$ cat src/platform_macros.svh
`ifndef PLATFORM_MACROS_SVH
`define PLATFORM_MACROS_SVH

// Datapath widths
`define DATABITWIDTH 16
`define ADDRBITWIDTH 10
`define DESTREGBITWIDTH 4

// Number of GPIO pins
`define GPIOBITWIDTH 8

// Memory-mapped I/O window from 384 up to 511
`define IOBASEADDR 384
`define TOTALIOBYTES 128

// Internal reset stretch after the external reset falls
`define RESETHOLDCYCLES 8

`endif

$ cat src/gpioPkg.sv
`include "platform_macros.svh"

package gpioPkg;

    // Register index seen on the GPIO link
    typedef enum logic [1:0] {
        regDOut     = 2'd0,
        regDOutEn   = 2'd1,
        regDIn      = 2'd2,
        regReserved = 2'd3
    } gpioRegSel_t;

    // One bit per pin
    typedef logic [`GPIOBITWIDTH-1:0] gpioPins_t;

endpackage

$ cat src/ioCommandPkg.sv
`include "platform_macros.svh"

package ioCommandPkg;

    // Minor opcode of an I/O command
    typedef enum logic {
        opRead  = 1'b0,
        opWrite = 1'b1
    } ioOpcode_t;

    // Address on the command port
    typedef logic [`ADDRBITWIDTH-1:0] ioAddr_t;

    // Data word on command, GPIO and writeback links
    typedef logic [`DATABITWIDTH-1:0] ioData_t;

    // Register file tag carried with a read and echoed on writeback
    typedef logic [`DESTREGBITWIDTH-1:0] destReg_t;

endpackage

$ cat src/gpioController.sv
`timescale 1ns/10ps
`include "platform_macros.svh"

module gpioController
    import ioCommandPkg::*;
    import gpioPkg::*;
(
    input  logic        sys_clk,
    input  logic        reset,

    // Link from the I/O manager
    input  logic        gpioReq,
    input  logic        gpioWriteEn,
    input  gpioRegSel_t gpioRegSel,
    input  ioData_t     gpioDataOut,
    output logic        gpioAck,
    output ioData_t     gpioDataIn,

    // Pins
    input  gpioPins_t   gpioDIn,
    output gpioPins_t   gpioDOut,
    output gpioPins_t   gpioDOutEn
);

    gpioPins_t syncStage1;
    gpioPins_t syncStage2;
    gpioPins_t readValue;
    logic      linkStart;

    // New request with no ack given yet
    assign linkStart = gpioReq && !gpioAck;

    // Two flops on the pin inputs
    always_ff @(posedge sys_clk) begin
        syncStage1 <= gpioDIn;
        syncStage2 <= syncStage1;
    end

    always_comb begin
        case (gpioRegSel)
            regDOut:   readValue = gpioDOut;
            regDOutEn: readValue = gpioDOutEn;
            regDIn:    readValue = syncStage2;
            default:   readValue = '0;
        endcase
    end

    always_ff @(posedge sys_clk) begin
        if (reset) begin
            gpioAck    <= 1'b0;
            gpioDOut   <= '0;
            gpioDOutEn <= '0;
        end else begin
            gpioAck <= gpioReq;
            // DIn and the reserved index are read only
            if (linkStart && gpioWriteEn) begin
                case (gpioRegSel)
                    regDOut:   gpioDOut   <= gpioDataOut[`GPIOBITWIDTH-1:0];
                    regDOutEn: gpioDOutEn <= gpioDataOut[`GPIOBITWIDTH-1:0];
                    default:   ;
                endcase
            end
        end
    end

    // Held while ack is high
    always_ff @(posedge sys_clk) begin
        if (linkStart) begin
            gpioDataIn <= {{(`DATABITWIDTH - `GPIOBITWIDTH){1'b0}}, readValue};
        end
    end

endmodule

$ cat src/ioManager.sv
`timescale 1ns/10ps
`include "platform_macros.svh"

module ioManager
    import ioCommandPkg::*;
    import gpioPkg::*;
(
    input  logic        sys_clk,
    input  logic        reset,
    input  logic        systemReady,

    // Command link from the processor
    input  logic        commandReq,
    input  ioOpcode_t   minorOpcode,
    input  ioAddr_t     commandAddress,
    input  ioData_t     commandData,
    input  destReg_t    commandDestReg,
    output logic        commandAck,

    // GPIO link
    output logic        gpioReq,
    output logic        gpioWriteEn,
    output gpioRegSel_t gpioRegSel,
    output ioData_t     gpioDataOut,
    input  logic        gpioAck,
    input  ioData_t     gpioDataIn,

    // Writeback link to the processor
    output logic        writebackReq,
    output destReg_t    writebackDestReg,
    output ioData_t     writebackData,
    input  logic        writebackAck
);

    localparam int windowLow  = `IOBASEADDR;
    localparam int windowHigh = `IOBASEADDR + `TOTALIOBYTES;

    typedef enum logic [2:0] {
        stIdle,
        stGpioReq,
        stGpioDrop,
        stCmdAck,
        stWbIssue,
        stWbReq,
        stWbDrop
    } ioState_t;

    ioState_t  state;
    ioOpcode_t opcodeReg;
    ioAddr_t   addrOffset;
    logic      inRange;
    logic      accept;

    // Window decode on the live command address
    assign inRange    = (int'(commandAddress) >= windowLow) &&
                        (int'(commandAddress) < windowHigh);
    assign addrOffset = commandAddress - ioAddr_t'(windowLow);

    // One command at a time and only once the platform is up
    assign accept = (state == stIdle) && commandReq && systemReady;

    always_ff @(posedge sys_clk) begin
        if (reset) begin
            state        <= stIdle;
            commandAck   <= 1'b0;
            gpioReq      <= 1'b0;
            writebackReq <= 1'b0;
        end else begin
            case (state)
                stIdle: begin
                    if (accept) begin
                        if (inRange) begin
                            gpioReq <= 1'b1;
                            state   <= stGpioReq;
                        end else begin
                            // Answer without touching GPIO when outside the window
                            commandAck <= 1'b1;
                            state      <= stCmdAck;
                        end
                    end
                end
                stGpioReq: begin
                    if (gpioAck) begin
                        gpioReq <= 1'b0;
                        state   <= stGpioDrop;
                    end
                end
                stGpioDrop: begin
                    if (!gpioAck) begin
                        commandAck <= 1'b1;
                        state      <= stCmdAck;
                    end
                end
                stCmdAck: begin
                    if (!commandReq) begin
                        commandAck <= 1'b0;
                        if (opcodeReg == opRead) begin
                            state <= stWbIssue;
                        end else begin
                            state <= stIdle;
                        end
                    end
                end
                stWbIssue: begin
                    writebackReq <= 1'b1;
                    state        <= stWbReq;
                end
                stWbReq: begin
                    if (writebackAck) begin
                        writebackReq <= 1'b0;
                        state        <= stWbDrop;
                    end
                end
                stWbDrop: begin
                    // Wait for the processor to close the handshake
                    if (!writebackAck) begin
                        state <= stIdle;
                    end
                end
                default: begin
                    state <= stIdle;
                end
            endcase
        end
    end

    // Command payload and read result
    always_ff @(posedge sys_clk) begin
        if (accept) begin
            opcodeReg        <= minorOpcode;
            gpioWriteEn      <= (minorOpcode == opWrite);
            gpioRegSel       <= gpioRegSel_t'(addrOffset[1:0]);
            gpioDataOut      <= commandData;
            writebackDestReg <= commandDestReg;
            // Reads outside the window return zero
            writebackData    <= '0;
        end else if ((state == stGpioReq) && gpioAck) begin
            writebackData <= gpioDataIn;
        end
    end

endmodule

$ cat src/platformTop.sv
`timescale 1ns/10ps
`include "platform_macros.svh"

module platformTop
    import ioCommandPkg::*;
    import gpioPkg::*;
(
    input  logic      sys_clk,
    input  logic      reset,

    // Command link
    input  logic      commandReq,
    input  ioOpcode_t minorOpcode,
    input  ioAddr_t   commandAddress,
    input  ioData_t   commandData,
    input  destReg_t  commandDestReg,
    output logic      commandAck,

    // Writeback link
    output logic      writebackReq,
    output destReg_t  writebackDestReg,
    output ioData_t   writebackData,
    input  logic      writebackAck,

    // GPIO pins
    input  gpioPins_t gpioDIn,
    output gpioPins_t gpioDOut,
    output gpioPins_t gpioDOutEn,

    output logic      systemReady
);

    logic        platformReset;

    logic        gpioReq;
    logic        gpioWriteEn;
    gpioRegSel_t gpioRegSel;
    ioData_t     gpioDataOut;
    logic        gpioAck;
    ioData_t     gpioDataIn;

    resetSequencer resetSystem (
        .sys_clk      (sys_clk),
        .reset        (reset),
        .platformReset(platformReset),
        .systemReady  (systemReady)
    );

    ioManager ioInterface (
        .sys_clk         (sys_clk),
        .reset           (platformReset),
        .systemReady     (systemReady),
        .commandReq      (commandReq),
        .minorOpcode     (minorOpcode),
        .commandAddress  (commandAddress),
        .commandData     (commandData),
        .commandDestReg  (commandDestReg),
        .commandAck      (commandAck),
        .gpioReq         (gpioReq),
        .gpioWriteEn     (gpioWriteEn),
        .gpioRegSel      (gpioRegSel),
        .gpioDataOut     (gpioDataOut),
        .gpioAck         (gpioAck),
        .gpioDataIn      (gpioDataIn),
        .writebackReq    (writebackReq),
        .writebackDestReg(writebackDestReg),
        .writebackData   (writebackData),
        .writebackAck    (writebackAck)
    );

    gpioController gpioInterface (
        .sys_clk    (sys_clk),
        .reset      (platformReset),
        .gpioReq    (gpioReq),
        .gpioWriteEn(gpioWriteEn),
        .gpioRegSel (gpioRegSel),
        .gpioDataOut(gpioDataOut),
        .gpioAck    (gpioAck),
        .gpioDataIn (gpioDataIn),
        .gpioDIn    (gpioDIn),
        .gpioDOut   (gpioDOut),
        .gpioDOutEn (gpioDOutEn)
    );

endmodule

$ cat src/resetSequencer.sv
`timescale 1ns/10ps
`include "platform_macros.svh"

module resetSequencer (
    input  logic sys_clk,
    input  logic reset,
    output logic platformReset,
    output logic systemReady
);

    localparam int countWidth = $clog2(`RESETHOLDCYCLES + 1);

    logic [countWidth-1:0] holdCount;
    logic [countWidth-1:0] holdCountNext;

    // Count down to zero and stay there
    always_comb begin
        if (holdCount != '0) begin
            holdCountNext = holdCount - 1'b1;
        end else begin
            holdCountNext = holdCount;
        end
    end

    always_ff @(posedge sys_clk) begin
        if (reset) begin
            holdCount     <= countWidth'(`RESETHOLDCYCLES);
            platformReset <= 1'b1;
            systemReady   <= 1'b0;
        end else begin
            holdCount     <= holdCountNext;
            // Released on the edge where the count lands on zero
            platformReset <= (holdCountNext != '0);
            // Ready follows one cycle behind the release
            systemReady   <= ~platformReset;
        end
    end

endmodule
$ cat config.mk
export PLATFORM = sky130hd
export DESIGN_NAME = platformTop
export DESIGN_NICKNAME = d
export VERILOG_FILES = /design/src/gpioPkg.sv /design/src/ioCommandPkg.sv /design/src/gpioController.sv /design/src/ioManager.sv /design/src/platformTop.sv /design/src/resetSequencer.sv
export VERILOG_INCLUDE_DIRS = /design/src /design/src/src
export SDC_FILE = /design/constraint.sdc
export NUM_CORES = 1
export LEC_CHECK = 0
export ABC_AREA = 1
export BUFFER_PORTS_ARGS = -buffer_cell sky130_fd_sc_hd__buf_2
export CAP_MARGIN = 20
export CORE_UTILIZATION = 25
export DETAILED_ROUTE_END_ITERATION = 8
export SLEW_MARGIN = 10
export SYNTH_ARGS = -nofsm -noshare
export SYNTH_HDL_FRONTEND = slang
export SYNTH_SLANG_ARGS = --single-unit
$ cat constraint.sdc
create_clock -name sys_clk -period 4.4 [get_ports sys_clk]
set_input_delay 0.88 -clock sys_clk [delete_from_list [all_inputs] [get_ports sys_clk]]
set_output_delay 0.88 -clock sys_clk [all_outputs]
set_load 0.05 [all_outputs]
=== Word-level counts from Yosys, hierarchy flattened ===
Index checks and enable logic that the tools add are counted.
Widths: inputs -> output; s select.

* $add $sub $neg: 2
* Mux-type cells: 22
* $lt $le $gt $ge: 2
* Eq/ne operators: 16
* Reduce and logical (&&, ||, !) cells: 20
* Bitwise operators: 1

{| class="wikitable"
|+ Operator list
! operator !! number
|-
| $pmux 8 s3 || 1
|-
| $mux 3 || 7
|-
| $pmux 3 s7 || 1
|-
| $ge 10x9->1 const B || 1
|-
| $lt 10x10->1 const B || 1
|-
| $ne 2x2->1 const B || 5
|-
| $eq 3x3->1 const B || 3
|-
| $mux 1 || 8
|-
| $reduce_bool 4->1 || 2
|-
| $eq 3x2->1 const B || 2
|-
| $logic_and 1x1->1 || 6
|-
| $ne 2x1->1 const B || 3
|-
| $reduce_and 2->1 || 3
|-
| $reduce_and 6->1 || 1
|-
| $reduce_and 5->1 || 1
|-
| $mux 4 || 1
|-
| $pmux 1 s2 || 2
|-
| $reduce_and 4->1 || 1
|-
| $reduce_bool 2->1 || 2
|-
| $sub 4x1->4 const B || 1
|-
| $eq 3x1->1 const B || 1
|-
| $logic_not 3->1 || 1
|-
| $pmux 1 s3 || 1
|-
| $reduce_bool 3->1 || 1
|-
| 7 further kinds || 7
|}

* Output and inout bits: 39
* Input bits: 43
* Word-level logic and storage cells: 81
* Flip-flop bits (word level): 76

=== Longest topological paths before layout ===
Gate-level depths: netlist (run 1).

* Depth in word-level cells: 5
* Depth in mapped cells: 9
* Mapped depth without buffers: 9

=== Cells and area by module ===
A second synthesis (run 1) with hierarchy kept.

* Cell total of the unflattened synthesis: 380
* Area total of the unflattened synthesis: 3557.2 µm²

{| class="wikitable"
|+ By module, submodules not included
! module !! area an instance (µm²) !! times used !! cells each !! seq. area each (µm²)
|-
| ioManager || 1811.7 || 1 || 168 || 1131.1
|-
| gpioController || 1476.4 || 1 || 172 || 900.9
|-
| resetSequencer || 269.0 || 1 || 40 || 120.1
|}

=== Worst setup path before layout (run 1) ===
Ideal clock, no wire load.

* Path type: in2reg
* From: input commandReq
* To: register ioInterface.gpioDataOut[0], enable pin
* Slack: 2452 ps
* Required time: 4018 ps
* Library setup time: 382 ps
* Buffers on the path: 0
* Arrival: 1567 ps
* Stages: 2
* Cell sequence: nand2_1 nor2_2

* Longest elaborated chain between the ends: 2

{| class="wikitable"
|+ RTL lines
! what !! line !! source
|-
| start: declaration || platformTop.sv:12 || <nowiki>input logic commandReq,</nowiki>
|-
| $logic_and 1x1->1 (2 in a row) || ioManager.sv:60 || <nowiki>assign accept = (state == stIdle) && commandReq && systemReady;</nowiki>
|-
| via ioInterface.accept || ioManager.sv:52 || <nowiki>logic accept;</nowiki>
|-
| end signal: assignment || ioManager.sv:133 || <nowiki>gpioDataOut <= commandData;</nowiki>
|-
| end: declaration || ioManager.sv:24 || <nowiki>output ioData_t gpioDataOut,</nowiki>
|}

The timed path passes the listed nets, and every way through them passes these cells.
A chain may end at the register's enable or synchronous reset.

=== Worst setup path in the final report (run 1) ===
* From: register gpioInterface.gpioDOutEn[2]
* To: output gpioDOutEn[2]

{| class="wikitable"
|+ RTL lines
! what !! line !! source
|-
| start: declaration || gpioController.sv:22 || <nowiki>output gpioPins_t gpioDOutEn</nowiki>
|-
| start signal: assignment || gpioController.sv:59 || <nowiki>regDOutEn: gpioDOutEn <= gpioDataOut[`GPIOBITWIDTH-1:0];</nowiki>
|-
| end: declaration || platformTop.sv:28 || <nowiki>output gpioPins_t gpioDOutEn,</nowiki>
|}

No word-level cell between the ends.

==> flow_summary.ini, run 1 <==
[cells_and_area]
inserted_diodes = 0
layout-area-overhead-vs-synth_pct = 23.0
layout.cells.non_filler = 495
final_core_utilization = 0.322
final_net_count = 398
post_route_cells_drive_above_1_share = 0.281

[floorplan]
die-height_um = 107
initial_core_util = 0.262
fp.dieArea_mm2 = 0.0114
row_count = 37
fp.dieW_um = 107
fp.coreArea_mm2 = 0.0105
ios = 82

[clock_network]
tritoncts = yes
cts.sinks = 76
clockBufferDepth = 2
postCtsHoldBufs = 0
cts_made_buffers = 9
htree_levels = 3
post_cts.resized_instances = 0
insertion_delay_ps = 350
clk_pin_slew_worst_paths_ps = 90
clockRootBuffer = sky130_fd_sc_hd__clkbuf_8
postCtsSetupRepairBufs = 0

[sta]
fin_crit_period_ps = 1910
final_min_period_over_clock_period = 0.433
headroom_to_the_max_slew_limit = 0.592
timing_max_transition_violations_final = 0
report.final.setup_viol = 0
worstMarginPinSlew_ps = 612
fmax_mhz = 525
finalHoldViolCount = 0
finalSetupTns_ps = 0
finalClockSkew_ps = 13.1
rsz_0062_raised_after_global_routing = no
whs_ps = 331

[synth]
netlist_instances = 284
synth-compound-area-share = 0.0723
post_synth_mux_area_share = 0
synth.avg_cell_area_um2 = 9.69
postSynthRegisterBits = 76
synth-async-reset-ratio = 0
netlist-cell-type-count = 27
synth_top_family_by_area = simple AND/OR/NAND/NOR gates
synth_flop_cell = sky130_fd_sc_hd__dfxtp_1
synth_sequential_area_ratio = 0.637
synthSimpleGateAreaFrac = 0.229
total_number_of_yosys_warnings = 0
synth_top_area_cell = sky130_fd_sc_hd__dfxtp_1
synth_top_cell_area_share = 0.386
synth_xor_area_frac = 0.00637
ys_top_cells_by_area = sky130_fd_sc_hd__dfxtp_1 39%, sky130_fd_sc_hd__edfxtp_1 25%, sky130_fd_sc_hd__nand2_1 8.2%
netlist_area_mm2 = 0.00275
post_synth_fa_ha_maj_area_fraction = 0.00455
synth_edf_count = 23
netlist_top_cells_count = 60 x sky130_fd_sc_hd__nand2_1, 53 x sky130_fd_sc_hd__dfxtp_1, 44 x sky130_fd_sc_hd__nor2_1
synth_most_common_cell = sky130_fd_sc_hd__nand2_1

[routing]
wl_um = 5770
detailroute.via_count = 2080
firstDrtPassIters = 4
remaining_drc_errors = 0
antenna_left = 0
drt-wirelength-per-cell_um = 11.6
vias_per_cell = 4.20
drt-initial-drc-count = 70

[global_routing]
gr-total-overflow = 0
grt_pass1_vias = 1954
grt.total_usage = 0.111
grt_first_pass_wirelength_um = 9480
grt_antenna_before_repair = 0
grt_max_degree = 24

[placed_design]
placed_cells = 478
detailedPlacementHpwl_um = 4320
placement.io_buffers = 60
gp_congestion = 0.804

[critical_path]
critical_path.slowest_cell = sky130_fd_sc_hd__dfxtp_1
critPathRequiredTime_ps = 3520
crit_path_cell_trace = buf_2
critPathKind = reg -> out
critPathMaxFanout = 3
start_kind = register
cp-end-kind = primary output
cp.buffers_inverters = 1
worstPathArrival_ps = 1030
longest_individual_stage_delay_on_the_worst_path_ps = 390
top_cell_family_by_delay_on_the_critical_path = flip-flops

[run_status]
status = completed

[power]
vdd_ir_drop_max_mv = 0.151
power_leakage_uw = 0.00139
power_per_cell_area_mw_per_mm2 = 499

[min_path]
hold_path_class = reg -> reg

[run]
max_cap_violations = 0
==> where the power goes <==
part | leakage [µW] | total, µW | switching (µW) | internal [µW]
logic | 0.000647 | 362 | 267 | 95.4
registers | 0.000646 | 824 | 35.6 | 788
clock network | 0.0000931 | 501 | 284 | 217
==> cell type report <==
cell class	count	area [µm²]
flip-flops and latches	76	1750
multi-input cells	187	890
well taps	136	170
repair buffers	61	315
inverters	19	71.3
clock inverters	7	62.6
fillers	1101	7120
clock buffers	9	124
==> registers in the layout, summed over array words and instances (netlist names), 3 cells and up <==
register                      flops
gpioInterface.syncStage2          8
ioInterface.writebackData         8
resetSystem.holdCount             4
gpioInterface.syncStage1          8
ioInterface.writebackDestReg      4
ioInterface.state                 3
gpioInterface.gpioDataIn          8
gpioInterface.gpioDOutEn          8
gpioInterface.gpioDOut            8
ioInterface.gpioDataOut           8
==> per-layer routing <==
layer | share of wire | routed length (µm) | vias up | global-route usage
met3 | 0.034 | 195 | 11 | 0.0249
li1 | - | - | 1061 | -
met4 | 0.027 | 155 | 0 | 0.0675
met1 | 0.45 | 2580 | 958 | 0.131
met2 | 0.49 | 2840 | 50 | 0.182
met5 | 0 | 0 | - | 0
==> path summary, 6_finish.rpt <==
path,from,end,slack [ps],depth (start not counted)
worst min-delay path,gpioInterface.syncStage1[3]$_DFF_P_,gpioInterface.syncStage2[3]$_DFF_P_,330,0
worst max-delay path,gpioInterface.gpioDOutEn[2]$_SDFFE_PP0P_,gpioDOutEn[2],2490,1
worst min register to register,gpioInterface.syncStage1[3]$_DFF_P_,gpioInterface.syncStage2[3]$_DFF_P_,330,0
worst max register to register,ioInterface.state[1]$_SDFFE_PP0P_,ioInterface.gpioRegSel[1]$_DFFE_PP_,2700,4
==> metrics by stage <==
stage | total power, µW | cell area [µm²] | setup WS, ps
final | 1690 | 3380 | 2490
after global routing | 1770 | 3380 | 2440
after global placement | 1180 | 3180 | 2050
after CTS | 1710 | 3370 | 2370
after detailed placement | 1200 | 3180 | 1990
after floorplan | 1110 | 2780 | 2450
==> cell usage in the layout (no fill, tap or decap), types with 8 or more instances in the layout <==
master | netlist | layout
sky130_fd_sc_hd__a21oi_1 | 12 | 12
sky130_fd_sc_hd__buf_2 | 0 | 60
sky130_fd_sc_hd__dfxtp_1 | 53 | 53
sky130_fd_sc_hd__nand3_1 | 11 | 11
sky130_fd_sc_hd__edfxtp_1 | 23 | 23
sky130_fd_sc_hd__inv_1 | 12 | 12
sky130_fd_sc_hd__clkbuf_8 | 0 | 9
sky130_fd_sc_hd__conb_1 | 1 | 8
sky130_fd_sc_hd__o21ai_0 | 18 | 18
sky130_fd_sc_hd__nand2_1 | 60 | 60
sky130_fd_sc_hd__nor2_1 | 44 | 44
==> kinds of logic after synthesis <==
family | count (synthesis)
simple gates | 140
xor+xnor | 2
flops | 76
other cells | 1
fa+ha+maj | 1
buf+inv | 28
compound gates | 36
Power figures use the tool's default switching activity.
==> run 2: changes to the inputs <==
==> constraint.sdc (replaced) <==
create_clock -name sys_clk -period 1.8 [get_ports sys_clk]
set_input_delay 0.36 -clock sys_clk [delete_from_list [all_inputs] [get_ports sys_clk]]
set_output_delay 0.36 -clock sys_clk [all_outputs]
set_load 0.05 [all_outputs]
==> flow_summary.ini, run 2 (same netlist as run 1, synthesis figures left out) <==
[clock_network]
clockRootBuffer = sky130_fd_sc_hd__clkbuf_8
clk_pin_slew_worst_paths_ps = 80
cts_made_buffers = 9
postCtsSetupRepairBufs = 0
tritoncts = yes
clockBufferDepth = 2
post_cts.resized_instances = 0
postCtsHoldBufs = 0
htree_levels = 3
insertion_delay_ps = 350
cts.sinks = 76

[critical_path]
critPathKind = reg -> reg
crit_start = ioInterface.state[1]$_SDFFE_PP0P_
reg2reg_depth = 4
critPathRequiredTime_ps = 1830
regToRegSetupSlack_ps = 400
critical_path.slowest_cell = sky130_fd_sc_hd__dfxtp_1
crit-reg2reg-launch = ioInterface.state[1]$_SDFFE_PP0P_
worstPathArrival_ps = 1430
critPathMaxFanout = 21
worst-path-stages = 4
critical_path.reg2reg.endpoint = ioInterface.gpioDataOut[0]$_DFFE_PP_
longest_individual_stage_delay_on_the_worst_path_ps = 400
crit_path_frequent_cell = sky130_fd_sc_hd__nor2_2
cp.buffers_inverters = 1
top_cell_family_by_delay_on_the_critical_path = flip-flops
cp-end-kind = register
crit_path_cell_trace = nor2_2 > nand2_1 > nor2_2 > buf_4
crit_end = ioInterface.gpioDataOut[0]$_DFFE_PP_
start_kind = register

[cells_and_area]
final_core_utilization = 0.325
post_route_cells_drive_above_1_share = 0.287
inserted_diodes = 0
multiInputGateArea_um2 = 890
nFillCells = 1091
layout-area-overhead-vs-synth_pct = 24.3
finalInstanceArea_mm2 = 0.00342
layout.cells.non_filler = 499
layout.cells.most_common_list = 60 x sky130_fd_sc_hd__nand2_1, 60 x sky130_fd_sc_hd__buf_2, 53 x sky130_fd_sc_hd__dfxtp_1, 44 x sky130_fd_sc_hd__nor2_1, 23 x sky130_fd_sc_hd__edfxtp_1
final_net_count = 402
final-seq-area_mm2 = 0.00175

[sta]
finalHoldViolCount = 0
fin_crit_period_ps = 1400
timing_max_transition_violations_final = 0
finalSetupTns_ps = 0
finalClockSkew_ps = 8.48
final_min_period_over_clock_period = 0.775
fmax_mhz = 717
report.final.setup_viol = 0
rsz_0062_raised_after_global_routing = no

[power]
vdd_ir_drop_max_mv = 0.376
power_leakage_uw = 0.00141
power_per_cell_area_mw_per_mm2 = 1220

[routing]
drt-wirelength-per-cell_um = 11.5
drt-initial-drc-count = 115
antenna_left = 0
remaining_drc_errors = 0
detailroute.via_count = 2094
firstDrtPassIters = 4
vias_per_cell = 4.20
wl_um = 5740

[placed_design]
placement.io_buffers = 60
place_area_mm2 = 0.00322
placed_cells = 483
gp_congestion = 0.829
detailedPlacementHpwl_um = 4320

[floorplan]
initial_core_util = 0.262
fp.dieArea_mm2 = 0.0114
ios = 82
fp.dieW_um = 107
row_count = 37
fp.coreArea_mm2 = 0.0105
die-height_um = 107

[global_routing]
grt_first_pass_wirelength_um = 9180
grt_max_degree = 22
grt_pass1_vias = 1991
gr-total-overflow = 0
grt_antenna_before_repair = 0
grt.total_usage = 0.109

[run_status]
status = completed

[run]
max_cap_violations = 0

[min_path]
hold_path_class = in -> reg
run 2: worst min-delay path by stage:
stage                     depth (start not counted)  slack (ps)                                   to                                 from
after CTS                                         1          80  gpioInterface.syncStage1[7]$_DFF_P_                           gpioDIn[7]
after global routing                              1          90  gpioInterface.syncStage1[7]$_DFF_P_                           gpioDIn[7]
after detailed placement                          0         310  gpioInterface.syncStage2[2]$_DFF_P_  gpioInterface.syncStage1[2]$_DFF_P_
after floorplan                                   0         310  gpioInterface.syncStage2[0]$_DFF_P_  gpioInterface.syncStage1[0]$_DFF_P_
after global placement                            0         310  gpioInterface.syncStage2[0]$_DFF_P_  gpioInterface.syncStage1[0]$_DFF_P_
final                                             1         100  gpioInterface.syncStage1[7]$_DFF_P_                           gpioDIn[7]
run 2: layout make-up:
type,instances,share of cell area
Sequential cell,76,0.512
Multi-Input combinational cell,187,0.260
Timing Repair Buffer,65,0.0988
Tap cell,136,0.0498
Clock buffer,9,0.0362
Clock inverter,7,0.0220
Inverter,19,0.0209
run 2: where the power goes:
group | switching [µW] | leakage, µW | internal [µW]
sequential | 85.0 | 0.000646 | 1930
combinational | 644 | 0.000667 | 233
clock | 649 | 0.0000935 | 644
total | 1380 | 0.00141 | 2800
run 2: per-layer routing:
metal / vias up / track usage / part of all wire
li1: 1071 / - / -
met1: 950 / 0.120 / 0.41
met2: 63 / 0.189 / 0.51
met3: 10 / 0.0207 / 0.046
met4: 0 / 0.0734 / 0.029
met5: - / 0 / 0
run 2: metrics by stage:
step / hold slack (ps) / power, µW / setup slack [ps]
finish: 102 / 4180 / 404
global route: 87.2 / 4390 / 306
CTS: 83.0 / 4240 / 375
global placement: 315 / 2900 / 421
detailed placement: 313 / 2940 / 395
floorplan: 310 / 2720 / 20.0
